<file path="config.mk">
export PLATFORM = sky130hd
export DESIGN_NAME = xform_decoder_top
export DESIGN_NICKNAME = d
export VERILOG_FILES = /design/src/xform_pkg.sv /design/src/fixed_point_xo_decoder.sv /design/src/float_xo_decoder.sv /design/src/xform_result_merge.sv /design/src/xform_decoder_top.sv
export VERILOG_INCLUDE_DIRS = /design/src /design/src/src
export SDC_FILE = /design/constraint.sdc
export NUM_CORES = 1
export LEC_CHECK = 0
export BUFFER_PORTS_ARGS = -buffer_cell sky130_fd_sc_hd__buf_2
export CAP_MARGIN = 0
export CORE_ASPECT_RATIO = 0.5
export CORE_MARGIN = 1.5
export CORE_UTILIZATION = 25
export DETAILED_ROUTE_END_ITERATION = 8
export GPL_ROUTABILITY_DRIVEN = 0
export PLACE_DENSITY = 0.58
export RECOVER_POWER = 100
export SETUP_SLACK_MARGIN = 0.5
export SLEW_MARGIN = 40
export SYNTH_ARGS = -nofsm -noshare
export SYNTH_HDL_FRONTEND = slang
export SYNTH_SLANG_ARGS = --single-unit
</file>
<file path="constraint.sdc">
create_clock -name clock_i -period 2.6 [get_ports clock_i]
set_input_delay 0.52 -clock clock_i [delete_from_list [all_inputs] [get_ports clock_i]]
set_output_delay 0.52 -clock clock_i [all_outputs]
set_load 0.005 [all_outputs]
</file>
<file path="src/xform_defs.svh">
`ifndef XFORM_DEFS_SVH
`define XFORM_DEFS_SVH

//////////////////////////////////////////////////////////////////////
// field widths
//////////////////////////////////////////////////////////////////////
`define XF_INSN_W 32
`define XF_OPCD_W 6
`define XF_XO_W 10
`define XF_REG_W 5

// primary opcodes
`define XF_OPCD_FIXED 6'd31
`define XF_OPCD_FLOAT 6'd63

//////////////////////////////////////////////////////////////////////
// primary 31, fixed point
//////////////////////////////////////////////////////////////////////
// indexed loads and stores, plain form
`define XF_XO_LBZX 10'd87
`define XF_XO_LHZX 10'd279
`define XF_XO_LHAX 10'd343
`define XF_XO_LWZX 10'd23
`define XF_XO_LWAX 10'd341
`define XF_XO_LDX 10'd21
`define XF_XO_STBX 10'd215
`define XF_XO_STHX 10'd407
`define XF_XO_STWX 10'd151
`define XF_XO_STDX 10'd149
// with update
`define XF_XO_LBZUX 10'd119
`define XF_XO_LHZUX 10'd311
`define XF_XO_LHAUX 10'd375
`define XF_XO_LWZUX 10'd55
`define XF_XO_LWAUX 10'd373
`define XF_XO_LDUX 10'd53
`define XF_XO_STBUX 10'd247
`define XF_XO_STHUX 10'd439
`define XF_XO_STWUX 10'd183
`define XF_XO_STDUX 10'd181
// compares
`define XF_XO_CMP 10'd0
`define XF_XO_CMPL 10'd32
// two-operand logical
`define XF_XO_AND 10'd28
`define XF_XO_OR 10'd444
`define XF_XO_XOR 10'd316
`define XF_XO_NAND 10'd476
`define XF_XO_NOR 10'd124
`define XF_XO_EQV 10'd284
`define XF_XO_ANDC 10'd60
`define XF_XO_ORC 10'd412
// shifts
`define XF_XO_SLW 10'd24
`define XF_XO_SRW 10'd536
`define XF_XO_SRAW 10'd792
`define XF_XO_SLD 10'd27
`define XF_XO_SRD 10'd539
`define XF_XO_SRAD 10'd794
// one source, RB unused
`define XF_XO_EXTSB 10'd954
`define XF_XO_EXTSH 10'd922
`define XF_XO_EXTSW 10'd986
`define XF_XO_CNTLZW 10'd26
`define XF_XO_CNTLZD 10'd58
`define XF_XO_POPCNTB 10'd122
`define XF_XO_PRTYW 10'd154

//////////////////////////////////////////////////////////////////////
// primary 63, floating point
//////////////////////////////////////////////////////////////////////
`define XF_XO_FMR 10'd72
`define XF_XO_FNEG 10'd40
`define XF_XO_FABS 10'd264
`define XF_XO_FNABS 10'd136
`define XF_XO_FCPSGN 10'd8
`define XF_XO_FCMPU 10'd0
`define XF_XO_FCMPO 10'd32
`define XF_XO_FRSP 10'd12
`define XF_XO_FCTIW 10'd14
`define XF_XO_FCTIWZ 10'd15
`define XF_XO_FCTID 10'd814
`define XF_XO_FCTIDZ 10'd815

`endif

</file>
<file path="src/xform_pkg.sv">
`include "xform_defs.svh"

package xform_pkg;

	// bit 0 is the MSB, as in the ISA book
	typedef struct packed {
		logic [0:`XF_OPCD_W-1] opcd;
		logic [0:`XF_REG_W-1] rt;
		logic [0:`XF_REG_W-1] ra;
		logic [0:`XF_REG_W-1] rb;
		logic [0:`XF_XO_W-1] xo;
		logic rc;
	} xform_regs_t;

	// compare layout, RT splits into BF / reserved / L
	typedef struct packed {
		logic [0:`XF_OPCD_W-1] opcd;
		logic [0:2] bf;
		logic rsvd;
		logic l;
		logic [0:`XF_REG_W-1] ra;
		logic [0:`XF_REG_W-1] rb;
		logic [0:`XF_XO_W-1] xo;
		logic rc;
	} xform_cmp_t;

	typedef union packed {
		xform_regs_t regs;
		xform_cmp_t cmp;
	} xform_word_u;

	// one decoder's verdict
	typedef struct packed {
		logic hit;
		logic [0:`XF_REG_W-1] reg1;
		logic [0:`XF_REG_W-1] reg2;
		logic [0:`XF_REG_W-1] reg3;
		logic ra_zero;
	} xo_result_t;

endpackage

</file>
<file path="src/fixed_point_xo_decoder.sv">
`include "xform_defs.svh"

module fixed_point_xo_decoder import xform_pkg::*; (
	input xform_word_u insn_i,
	output xo_result_t result_o
);

	logic is_fixed;
	logic ls_plain;
	logic ls_update;
	logic cmp_op;
	logic two_src;
	logic one_src;
	logic known;

	assign is_fixed = (insn_i.regs.opcd == `XF_OPCD_FIXED);

	//////////////////////////////////////////////////////////////////////
	// sort the XO into classes
	//////////////////////////////////////////////////////////////////////
	always_comb begin
		ls_plain = 1'b0;
		ls_update = 1'b0;
		cmp_op = 1'b0;
		two_src = 1'b0;
		one_src = 1'b0;
		case (insn_i.regs.xo)
			`XF_XO_LBZX, `XF_XO_LHZX, `XF_XO_LHAX, `XF_XO_LWZX, `XF_XO_LWAX,
			`XF_XO_LDX, `XF_XO_STBX, `XF_XO_STHX, `XF_XO_STWX, `XF_XO_STDX: begin
				ls_plain = 1'b1;
			end
			`XF_XO_LBZUX, `XF_XO_LHZUX, `XF_XO_LHAUX, `XF_XO_LWZUX, `XF_XO_LWAUX,
			`XF_XO_LDUX, `XF_XO_STBUX, `XF_XO_STHUX, `XF_XO_STWUX, `XF_XO_STDUX: begin
				ls_update = 1'b1;
			end
			`XF_XO_CMP, `XF_XO_CMPL: begin
				cmp_op = 1'b1;
			end
			`XF_XO_AND, `XF_XO_OR, `XF_XO_XOR, `XF_XO_NAND,
			`XF_XO_NOR, `XF_XO_EQV, `XF_XO_ANDC, `XF_XO_ORC,
			`XF_XO_SLW, `XF_XO_SRW, `XF_XO_SRAW,
			`XF_XO_SLD, `XF_XO_SRD, `XF_XO_SRAD: begin
				two_src = 1'b1;
			end
			`XF_XO_EXTSB, `XF_XO_EXTSH, `XF_XO_EXTSW, `XF_XO_CNTLZW,
			`XF_XO_CNTLZD, `XF_XO_POPCNTB, `XF_XO_PRTYW: begin
				one_src = 1'b1;
			end
			default: begin
				// not a kept primary-31 code
			end
		endcase
	end

	assign known = ls_plain | ls_update | cmp_op | two_src | one_src;

	//////////////////////////////////////////////////////////////////////
	// register fields
	//////////////////////////////////////////////////////////////////////
	always_comb begin
		result_o = '0;
		if (is_fixed && known) begin
			result_o.hit = 1'b1;
			// compares carry a CR field number in place of RT
			if (cmp_op) begin
				result_o.reg1 = {2'b00, insn_i.cmp.bf};
			end else begin
				result_o.reg1 = insn_i.regs.rt;
			end
			result_o.reg2 = insn_i.regs.ra;
			if (one_src) begin
				result_o.reg3 = '0;
			end else begin
				result_o.reg3 = insn_i.regs.rb;
			end
			// RA=0 means literal zero, except for update forms
			result_o.ra_zero = ls_plain;
		end
	end

endmodule

</file>
<file path="src/float_xo_decoder.sv">
`include "xform_defs.svh"

module float_xo_decoder import xform_pkg::*; (
	input xform_word_u insn_i,
	output xo_result_t result_o
);

	logic is_float;
	logic fcmp_op;
	logic fpass_op;

	assign is_float = (insn_i.regs.opcd == `XF_OPCD_FLOAT);

	always_comb begin
		fcmp_op = 1'b0;
		fpass_op = 1'b0;
		case (insn_i.regs.xo)
			`XF_XO_FCMPU, `XF_XO_FCMPO: begin
				fcmp_op = 1'b1;
			end
			// moves and sign ops
			`XF_XO_FMR, `XF_XO_FNEG, `XF_XO_FABS, `XF_XO_FNABS, `XF_XO_FCPSGN: begin
				fpass_op = 1'b1;
			end
			// round and convert to integer
			`XF_XO_FRSP, `XF_XO_FCTIW, `XF_XO_FCTIWZ,
			`XF_XO_FCTID, `XF_XO_FCTIDZ: begin
				fpass_op = 1'b1;
			end
			default: begin
				fpass_op = 1'b0;
			end
		endcase
	end

	//////////////////////////////////////////////////////////////////////
	// FRT / FRA / FRB, or BF for compares
	//////////////////////////////////////////////////////////////////////
	always_comb begin
		result_o = '0;
		if (is_float && (fcmp_op || fpass_op)) begin
			result_o.hit = 1'b1;
			if (fcmp_op) begin
				result_o.reg1 = {2'b00, insn_i.cmp.bf};
			end else begin
				result_o.reg1 = insn_i.regs.rt;
			end
			result_o.reg2 = insn_i.regs.ra;
			result_o.reg3 = insn_i.regs.rb;
			// no FP base register, ra_zero stays low
			result_o.ra_zero = 1'b0;
		end
	end

endmodule

</file>
<file path="src/xform_result_merge.sv">
`include "xform_defs.svh"

module xform_result_merge import xform_pkg::*; (
	input logic clock_i,
	input logic reset_i,
	input logic in_valid_i,
	input logic [0:`XF_INSN_W-1] in_insn_i,
	output logic in_ready_o,
	input xo_result_t fixed_i,
	input xo_result_t float_i,
	input logic out_ready_i,
	output logic out_valid_o,
	output logic [0:`XF_OPCD_W-1] opcode_o,
	output logic [0:`XF_XO_W-1] xo_o,
	output logic [0:`XF_REG_W-1] reg1_o,
	output logic [0:`XF_REG_W-1] reg2_o,
	output logic [0:`XF_REG_W-1] reg3_o,
	output logic ra_zero_o,
	output logic rc_o,
	output logic illegal_o
);

	logic accept;
	logic sel_illegal;
	xo_result_t sel;

	// free slot, or the held result leaves this cycle
	assign in_ready_o = ~out_valid_o | out_ready_i;
	assign accept = in_valid_i & in_ready_o;

	always_comb begin
		if (fixed_i.hit) begin
			sel = fixed_i;
		end else if (float_i.hit) begin
			sel = float_i;
		end else begin
			sel = '0;
		end
	end

	assign sel_illegal = ~(fixed_i.hit | float_i.hit);

	//////////////////////////////////////////////////////////////////////
	// output stage
	//////////////////////////////////////////////////////////////////////
	always_ff @(posedge clock_i) begin
		if (reset_i) begin
			out_valid_o <= 1'b0;
		end else if (in_ready_o) begin
			out_valid_o <= in_valid_i;
		end
	end

	always_ff @(posedge clock_i) begin
		if (accept) begin
			opcode_o <= in_insn_i[0:`XF_OPCD_W-1];
			xo_o <= in_insn_i[`XF_INSN_W-`XF_XO_W-1:`XF_INSN_W-2];
			rc_o <= in_insn_i[`XF_INSN_W-1];
			reg1_o <= sel.reg1;
			reg2_o <= sel.reg2;
			reg3_o <= sel.reg3;
			ra_zero_o <= sel.ra_zero;
			illegal_o <= sel_illegal;
		end
	end

	//////////////////////////////////////////////////////////////////////
	// assertions
	//////////////////////////////////////////////////////////////////////
	// decoders key on different primary opcodes
	hits_exclusive: assert property (@(posedge clock_i) disable iff (reset_i)
		!(fixed_i.hit && float_i.hit));

	hold_under_stall: assert property (@(posedge clock_i) disable iff (reset_i)
		out_valid_o && !out_ready_i |=> out_valid_o && $stable({opcode_o, xo_o,
		reg1_o, reg2_o, reg3_o, ra_zero_o, rc_o, illegal_o}));

	empty_after_reset: assert property (@(posedge clock_i)
		reset_i |=> !out_valid_o);

endmodule

</file>
<file path="src/xform_decoder_top.sv">
`include "xform_defs.svh"

module xform_decoder_top import xform_pkg::*; (
	input logic clock_i,
	input logic reset_i,
	// instruction in
	input logic in_valid_i,
	input logic [0:`XF_INSN_W-1] in_insn_i,
	output logic in_ready_o,
	// decoded fields out
	output logic out_valid_o,
	input logic out_ready_i,
	output logic [0:`XF_OPCD_W-1] opcode_o,
	output logic [0:`XF_XO_W-1] xo_o,
	output logic [0:`XF_REG_W-1] reg1_o,
	output logic [0:`XF_REG_W-1] reg2_o,
	output logic [0:`XF_REG_W-1] reg3_o,
	output logic ra_zero_o,
	output logic rc_o,
	output logic illegal_o
);

	xo_result_t fixed_res;
	xo_result_t float_res;

	//////////////////////////////////////////////////////////////////////
	// decoders, side by side on the raw word
	//////////////////////////////////////////////////////////////////////
	fixed_point_xo_decoder u_fixed (
		.insn_i (in_insn_i),
		.result_o (fixed_res)
	);

	float_xo_decoder u_float (
		.insn_i (in_insn_i),
		.result_o (float_res)
	);

	//////////////////////////////////////////////////////////////////////
	// select and register
	//////////////////////////////////////////////////////////////////////
	xform_result_merge u_merge (
		.clock_i (clock_i),
		.reset_i (reset_i),
		.in_valid_i (in_valid_i),
		.in_insn_i (in_insn_i),
		.in_ready_o (in_ready_o),
		.fixed_i (fixed_res),
		.float_i (float_res),
		.out_ready_i (out_ready_i),
		.out_valid_o (out_valid_o),
		.opcode_o (opcode_o),
		.xo_o (xo_o),
		.reg1_o (reg1_o),
		.reg2_o (reg2_o),
		.reg3_o (reg3_o),
		.ra_zero_o (ra_zero_o),
		.rc_o (rc_o),
		.illegal_o (illegal_o)
	);

endmodule

</file>
== Word-level counts from Yosys, hierarchy flattened ==
Cells that the tools add are included.

* Input port bits: 36
* Bits in registers: 35
* Output and inout port bits: 36

* Equal/unequal tests: 54
* Bitwise gates (word level): 9
* Mux-type cells: 12
* Reductions and logical operators: 10

{| class="wikitable"
|+ Operators by type and width
! operator !! number
|-
| 10-bit by 9-bit equality test with 1-bit output (second input constant) || 14
|-
| 10-bit equality test (second input constant) || 9
|-
| 10-bit by 8-bit equality test with 1-bit output (second input constant) || 8
|-
| 10-bit by 5-bit equality test with 1-bit output (second input constant) || 6
|-
| 10-bit by 6-bit equality test with 1-bit output (second input constant) || 6
|-
| 10-bit by 7-bit equality test with 1-bit output (second input constant) || 5
|-
| 10-bit by 4-bit equality test with 1-bit output (second input constant) || 4
|-
| 17-bit two-way mux || 2
|-
| 16-bit two-way mux || 2
|-
| 10-bit OR reduction || 3
|-
| 14-bit OR reduction || 1
|-
| 10-bit zero test || 1
|-
| 5-bit two-way mux || 2
|-
| 7-bit OR reduction || 1
|-
| 6-bit by 5-bit equality test with 1-bit output (second input constant) || 1
|-
| 6-bit equality test (second input constant) || 1
|-
| 1-bit two-way mux || 6
|-
| 1-bit OR || 6
|-
| 1-bit logical AND || 2
|-
| 1-bit NOT || 2
|-
| 2-bit OR reduction || 1
|-
| 1-bit bitwise AND || 1
|-
| 1-bit logical OR || 1
|}

== Longest topological paths before layout ==
Gate-level depths: netlist of run 1.

* Depth in word-level cells: 11
* Depth in mapped cells: 7

== Cells and area by module ==
A second synthesis of run 1 with hierarchy kept.

* Cells, all modules: 195
* Area, all modules: 2,128.3 um^2

{| class="wikitable"
|+ Modules (own cells, without submodules)
! module !! sequential area each (um^2) !! area each (um^2) !! cells an instance !! instances
|-
| xform_result_merge || 1,041.0 || 1,263.7 || 62 || 1
|-
| fixed_point_xo_decoder || 0.0 || 535.5 || 78 || 1
|-
| float_xo_decoder || 0.0 || 329.1 || 55 || 1
|}

== Worst setup path before layout of run 1 ==
Ideal clock, no wire load.

* Path type: in2reg
* Start: input port in_insn_i[23] (netlist bit)
* End: register u_merge.reg1_o[2] (netlist bit) (data pin)
* Setup time: 0.258 ns
* Buffers on the path: 2
* Data arrival time: 1.801 ns
* Required time: 2.342 ns
* Stages: 7
* Path slack: 0.540 ns
* Cells stage by stage: buf_4 -> or2_2 -> a21boi_0 -> o31ai_1 -> o41ai_2 -> buf_4 -> a21oi_2

{| class="wikitable"
|+ RTL lines
! item !! line !! RTL
|-
| start, declared || xform_decoder_top.sv:8 || <nowiki>input logic [0:`XF_INSN_W-1] in_insn_i,</nowiki>
|-
| end signal, assigned || xform_result_merge.sv:59 || <nowiki>reg1_o <= sel.reg1;</nowiki>
|-
| end, declared || xform_result_merge.sv:15 || <nowiki>output logic [0:`XF_REG_W-1] reg1_o,</nowiki>
|}

==> results of run 1 <==
stage by stage:
step                      std cells  util (%)
after floorplan                 115         -
after global placement          272     34.05
after detailed placement        272     34.05
after CTS                       279     36.21
after global routing            279     35.40
final                           279     35.40
synth_stat cells (2+ instances only):
cell type   n  area, um2
and2_1      2      12.51
mux2i_1     3      30.03
a21boi_1    5      37.54
nand2b_1    5      31.28
a21oi_1     2      10.01
edfxtp_1   34       1021
nand3_1     3      15.01
buf_6       3      33.78
inv_1       2      7.510
nor2b_1     2      12.51
nor3_1      3      15.01
nor2_1      4      15.01
buf_4       3      22.52
a21boi_2    5      56.30
nand2_1     6      22.52
and3_1      2      12.51
a21oi_2     5      43.79
o31ai_1     3      22.52
area by class of cell:
| cell class | count | area [um2] |
|---|---|---|
| repair buffers | 76 | 366.6 |
| multi-input cells | 71 | 538.0 |
| fillers | 647 | 4009 |
| clock buffers | 5 | 125.1 |
| flip-flops and latches | 35 | 1041 |
| clock inverters | 2 | 8.758 |
| inverters | 2 | 7.507 |
| well taps | 88 | 110.1 |
what timing repair did:
item / CTS / global route
endpoints found under the hold margin: 0 / 0
endpoints found under the setup margin: 0 / 8
gates resized for setup: 0 / 2
buffers inserted: 0 / 0
critical path, stage by stage:
cell	delay [ns]
clkbuf_1	0.19
maj3_1	0.40
nor3b_1	0.17
o311ai_0	0.18
a211o_2	0.48
buf_12	0.18
a21boi_0	0.18
where the power goes:
part / internal, mW / switching [mW]
registers: 0.653 / 0.00733
logic: 0.0497 / 0.0664
clock network: 0.343 / 0.194
total: 1.05 / 0.268
worst max-delay path by stage:
stage                        startpoint                          end  slack, ns  depth (start not counted)
after floorplan           in_insn_i[23]  u_merge.reg1_o[2]$_DFFE_PP_       0.54                          7
after global placement    in_insn_i[22]  u_merge.illegal_o$_DFFE_PP_       0.32                          7
after detailed placement  in_insn_i[24]  u_merge.reg3_o[2]$_DFFE_PP_       0.24                          7
after CTS                 in_insn_i[24]  u_merge.reg3_o[2]$_DFFE_PP_       0.52                          7
after global routing      in_insn_i[24]  u_merge.reg3_o[2]$_DFFE_PP_       0.26                          7
final                     in_insn_i[24]  u_merge.reg3_o[2]$_DFFE_PP_       0.39                          7
flip-flops by register name, summed over array words and instances, names as in the netlist:
| name | count |
|---|---|
| u_merge.reg3_o | 5 |
| u_merge.xo_o | 10 |
| u_merge.reg1_o | 5 |
| u_merge.illegal_o | 1 |
| u_merge.opcode_o | 6 |
| u_merge.out_valid_o | 1 |
| u_merge.rc_o | 1 |
| u_merge.ra_zero_o | 1 |
| u_merge.reg2_o | 5 |
layer usage:
layer | share of wire, % | GRT usage (%)
met1 | 42 | 11.55
met2 | 52 | 17.96
met3 | 4.5 | 3.383
met4 | 0.96 | 4.704
met5 | 0 | 0
logic make-up after synthesis:
family                     count (synthesis)  share of synthesized area (%)
muxes                                      3                          1.822
xor gates and xnor gates                   1                         0.5316
adders and majority gates                  1                         0.6833
buffers and inverters                      9                          4.176
and+or+nand+nor                           35                          12.76
DFF                                       35                          63.17
AOI/OAI and AO/OA                         31                          16.86
==> summary.md, run 1 <==
| Metric | Value |
|---|---|
| Status | finished clean |
| Final Cell Area | 0.002197 mm2 |
| Wire per inst | 12.76 um |
| Reg-to-reg slack, setup | 1.01 ns |
| Mapped Nets | 151 |
| Avg Inst Size Synth | 14.33 um2 |
| Initial drt markers | 33 |
| HPWL after detailed placement | 2715 um |
| Hold Fails Final Rpt | 0 |
| Chip width | about 120 um |
| DR vias/cell | 4.305 |
| Final #Nets | around 230 |
| CTS tree | done |
| Tot Pwr | about 1.3 mW |
| Worst slack at placement | approximately 0.24 ns |
| Sink Count | 35 |
| GRT Util Overall | 10.11% |
| Synth Warn # | 0 |
| Dpl cell area | ~0.0021 mm2 |
| Rows | 20 |
| Slew HR | 43.33% |
| Fin crit period | around 2.2 ns |
| Synthesized flop and latch total | 35 |
| Crit path kind | in -> reg |
| Sequential share of the synthesized area | a little over three fifths |
| Hold path start | reset_i |
| Worst Hold Depth | 2 |
| Setup ws final | 0.3934 ns |
| First-pass GRT wire length | roughly 5500 um |
| Setup-failing EPs final | 0 |
| Hold WS | between 0.4 and 0.5 ns |
| Reg2reg start | u_merge.out_valid_o$_SDFFE_PP0N_ |
| Share of synthesized registers carrying an async set or reset | 0% |
| Ys flop type | edfxtp_1 |
| Total core area | between 0.006 and 0.007 mm2 |
| Largest net degree at the start of global routing | 35 |
| Peak VDD IR | 0.0002556 V |
| Commonest non-fill, non-tap cell in the layout | buf_2 |
| Commonest cells after routing, fill and taps aside | buf_2 (44), edfxtp_1 (34), clkbuf_1 (27) |
| Crit path capture type | register |
| Pwr/cell area | 597.7 mW/mm2 |
| Ports | 72 |
| Slew Viols, Final | 0 |
| LEAKAGE | 0.8391 nW |
| WHS Endpoint | u_merge.out_valid_o$_SDFFE_PP0N_ |
| Input/output buffers | approximately 70 |
| Clk slew on worst S/H paths | around 0.05 ns |
| Root buffer cell | clkbuf_16 |
| EDFF count, synth | 34 |
| Post-route ant nets | 0 |
| Vias in the first global route | ~1200 |
| Worst Reg-to-Reg Cells | 3 |
| Max-cap violations | 0 |
| Die area | 0.007117 mm2 |
| H-tree levels | 2 |
| Routed WL | 3560 um |
| Required time of the critical path | 2.70 ns |
| Clock Latency Late Sink | ~0.27 ns |
| Initial antenna violation count | 0 |
| Layout cells sized above 1 | 36.65% |
| Startpoint Class | primary input |
| Setup_tns | 0 ns |
| Crit path DAT | 2.30 ns |
| Post-synthesis cell area | between 0.0015 and 0.002 mm2 |
| Achievable Freq | 453.2 MHz |
| Drc violations | 0 |
| Worst Max-Slew Pin Slew | 0.8500 ns |
| Initial core utilization | 26.55% |
| Clock tree buffer depth | 2 |
| Hold_buf cts | 0 |
| Worst Path Max Fanout | 10 |
| RSZ-0062 raised after global routing | false |
| Area grow syn2layout | 33.33% |
| Reg2reg end | u_merge.xo_o[5]$_DFFE_PP_ |
| Iteration count of the initial detailed-routing pass | 4 |
| Post-Synthesis Cells | 115 |
| Final worst-path cycle share | a little over four fifths |
| Number of antenna cells inserted | 0 |
| Num CTS Buffers | 5 |
| Die height | 60.41 um |
| Post-synth cell types | between 40 and 50 |
| GRT Residual Overflow | 0 |
| Total number of vias | 1201 |
| Hold Path Class | in -> reg |
| Clock Skews | 0.005650 ns |
Note: power is estimated with default switching activity, not from simulation.
==> inputs of run 2 (changes only) <==
==> constraint.sdc (replaced) <==
create_clock -name clock_i -period 2.05 [get_ports clock_i]
set_input_delay 0.41 -clock clock_i [delete_from_list [all_inputs] [get_ports clock_i]]
set_output_delay 0.41 -clock clock_i [all_outputs]
set_load 0.005 [all_outputs]
==> run 2 against run 1 <==
Effect of this change:
- core utilization rose by 4.3 points
- non-clock buffer count rose by 13
- wire length rose by 16%
- largest power group unchanged
- critical endpoint is now u_merge.reg1_o[3]$_DFFE_PP_
- highest routed layer unchanged
- critical path type unchanged
- count of clock-buffer cells in the layout rose by 1
==> summary.md, run 2 (same netlist as run 1, synthesis figures left out) <==
| Metric | Value |
|---|---|
| Status | finished clean |
| Input/output buffers | 71 |
| GR Layer Usage met2 | a little under a fifth |
| Setup-failing EPs final | 0 |
| Crit path kind | in -> reg |
| Final non-filler cell total | between 200 and 300 |
| Area grow syn2layout | 49.58% |
| Startpoint Class | primary input |
| Reg2reg end | u_merge.xo_o[1]$_DFFE_PP_ |
| Drc violations | 0 |
| First-pass GRT wire length | 5809 um |
| Sink Count | 35 |
| Fin crit period | 1.843 ns |
| Final worst-path cycle share | 89.88% |
| GRT Util Overall | between 10% and 20% |
| GRT busiest layer | met2 |
| Reg-to-reg slack, setup | 0.56 ns |
| Worst slack at placement | -0.03648 ns |
| Peak VDD IR | between 0.0002 and 0.0003 V |
| Clk slew on worst S/H paths | 0.05 ns |
| Slew HR | 45.34% |
| Hold Path Class | in -> reg |
| Final #Nets | between 200 and 250 |
| Clock Skews | ~0.0023 ns |
| Grt met3 use | 2.726% |
| Hold_buf cts | 0 |
| Hold path start | reset_i |
| Hold Fails Final Rpt | 0 |
| Total number of vias | 1279 |
| Commonest non-fill, non-tap cell in the layout | buf_2 |
| DR vias/cell | 4.365 |
| Crit path capture type | register |
| Max reg flops | 10 |
| Max-cap violations | 0 |
| Crit path DAT | between 1.5 and 2 ns |
| Post-route ant nets | 0 |
| Largest net degree at the start of global routing | 35 |
| Chip width | 117.8 um |
| Met1 GRT Util | 13.27% |
| Hold WS | around 0.28 ns |
| Required time of the critical path | 2.17 ns |
| Core Util, Final | 39.72% |
| RSZ-0062 raised after global routing | true |
| Num CTS Buffers | 5 |
| Reg2reg start | u_merge.out_valid_o$_SDFFE_PP0N_ |
| Die height | 60.41 um |
| Tot Pwr | around 1.8 mW |
| Slew Viols, Final | 0 |
| HPWL after detailed placement | 2734 um |
| Number of antenna cells inserted | 0 |
| Root buffer cell | clkbuf_16 |
| H-tree levels | 2 |
| Largest registers | u_merge.xo_o (10), u_merge.opcode_o (6) |
| Pwr/cell area | 711.3 mW/mm2 |
| Worst Path Max Fanout | 15 |
| Ports | 72 |
| Total core area | 0.006206 mm2 |
| Final Cell Area | 0.002465 mm2 |
| Clock Latency Late Sink | 0.27 ns |
| Critical Path Source | in_insn_i[28] |
| Worst Reg-to-Reg Cells | 2 |
| Area of the multi-input gates | 623.1 um2 |
| Rows | 20 |
| Commonest cells after routing, fill and taps aside | buf_2 (41), edfxtp_1 (34), clkbuf_1 (27) |
| Initial drt markers | 89 |
| LEAKAGE | 0.9419 nW |
| Wire per inst | 14.08 um |
| FF+latch area | between 0.001 and 0.0015 mm2 |
| Setup_tns | 0 ns |
| Initial antenna violation count | 0 |
| Setup ws final | 0.2075 ns |
| Worst Max-Slew Pin Slew | roughly 0.82 ns |
| Dpl cell area | roughly 0.0021 mm2 |
| WHS Endpoint | u_merge.out_valid_o$_SDFFE_PP0N_ |
| Routed WL | 4126 um |
| Layout cells sized above 1 | 45.37% |
| GRT Residual Overflow | 0 |
| Vias in the first global route | 1202 |
| Clock tree buffer depth | 2 |
| Achievable Freq | between 500 and 600 MHz |
| Initial core utilization | 26.55% |
| Iteration count of the initial detailed-routing pass | 4 |
| Die area | 0.007117 mm2 |
| Largest reg by FF count | u_merge.xo_o |
| Worst Hold Depth | 2 |
| Filler cells | 637 |
| CTS tree | done |
| Placed insts | 275 |
==> run 2: cell count changes in the layout (fill, tap and decap cells not counted), sizes merged <==
cell      before  now
buf           47   60
clkbuf        34   35
clkinv         2    1
clkinvlp       0    1
==> run 2: worst max-delay path by stage <==
stage and to:
2_1_floorplan u_merge.reg1_o[2]$_DFFE_PP_, 3_3_place_gp u_merge.reg1_o[2]$_DFFE_PP_, 3_5_place_dp u_merge.reg2_o[3]$_DFFE_PP_, 4_1_cts u_merge.reg2_o[3]$_DFFE_PP_, 5_1_grt u_merge.reg1_o[2]$_DFFE_PP_, 6_report u_merge.reg1_o[3]$_DFFE_PP_
==> run 2: metal layers <==
metal	vias to the layer above	share of wire [%]
met5	-	0
met4	0	1.1
met3	4	4.3
met2	30	50
met1	622	44
li1	623	-
==> run 2: report_power, final <==
group          total [mW]  internal [mW]  switching (mW)
sequential          0.837          0.827         0.00930
clock               0.716          0.447           0.268
combinational       0.201         0.0988           0.102
==> run 2: layout make-up <==
class	instances	share of cell area [%]
sequential	35	42.23
multi-input combinational	71	25.28
timing repair buffer	89	21.98
clock buffer	6	5.228
tap	88	4.467
clock inverter	2	0.5076
inverter	2	0.3046
==> run 2: repair_timing <==
item,CTS,global route
setup endpoints to repair,16,51
resized for setup,13,22
pin swaps,11,7
cloned,1,1
buffers inserted,2,6
==> run 2: critical path, cell delays in order <==
cell and delay (ns):
clkbuf_1 0.17, maj3_1 0.39, nor3b_2 0.16, o311ai_1 0.13
a211o_1 0.37, buf_12 0.17, a21oi_1 0.16
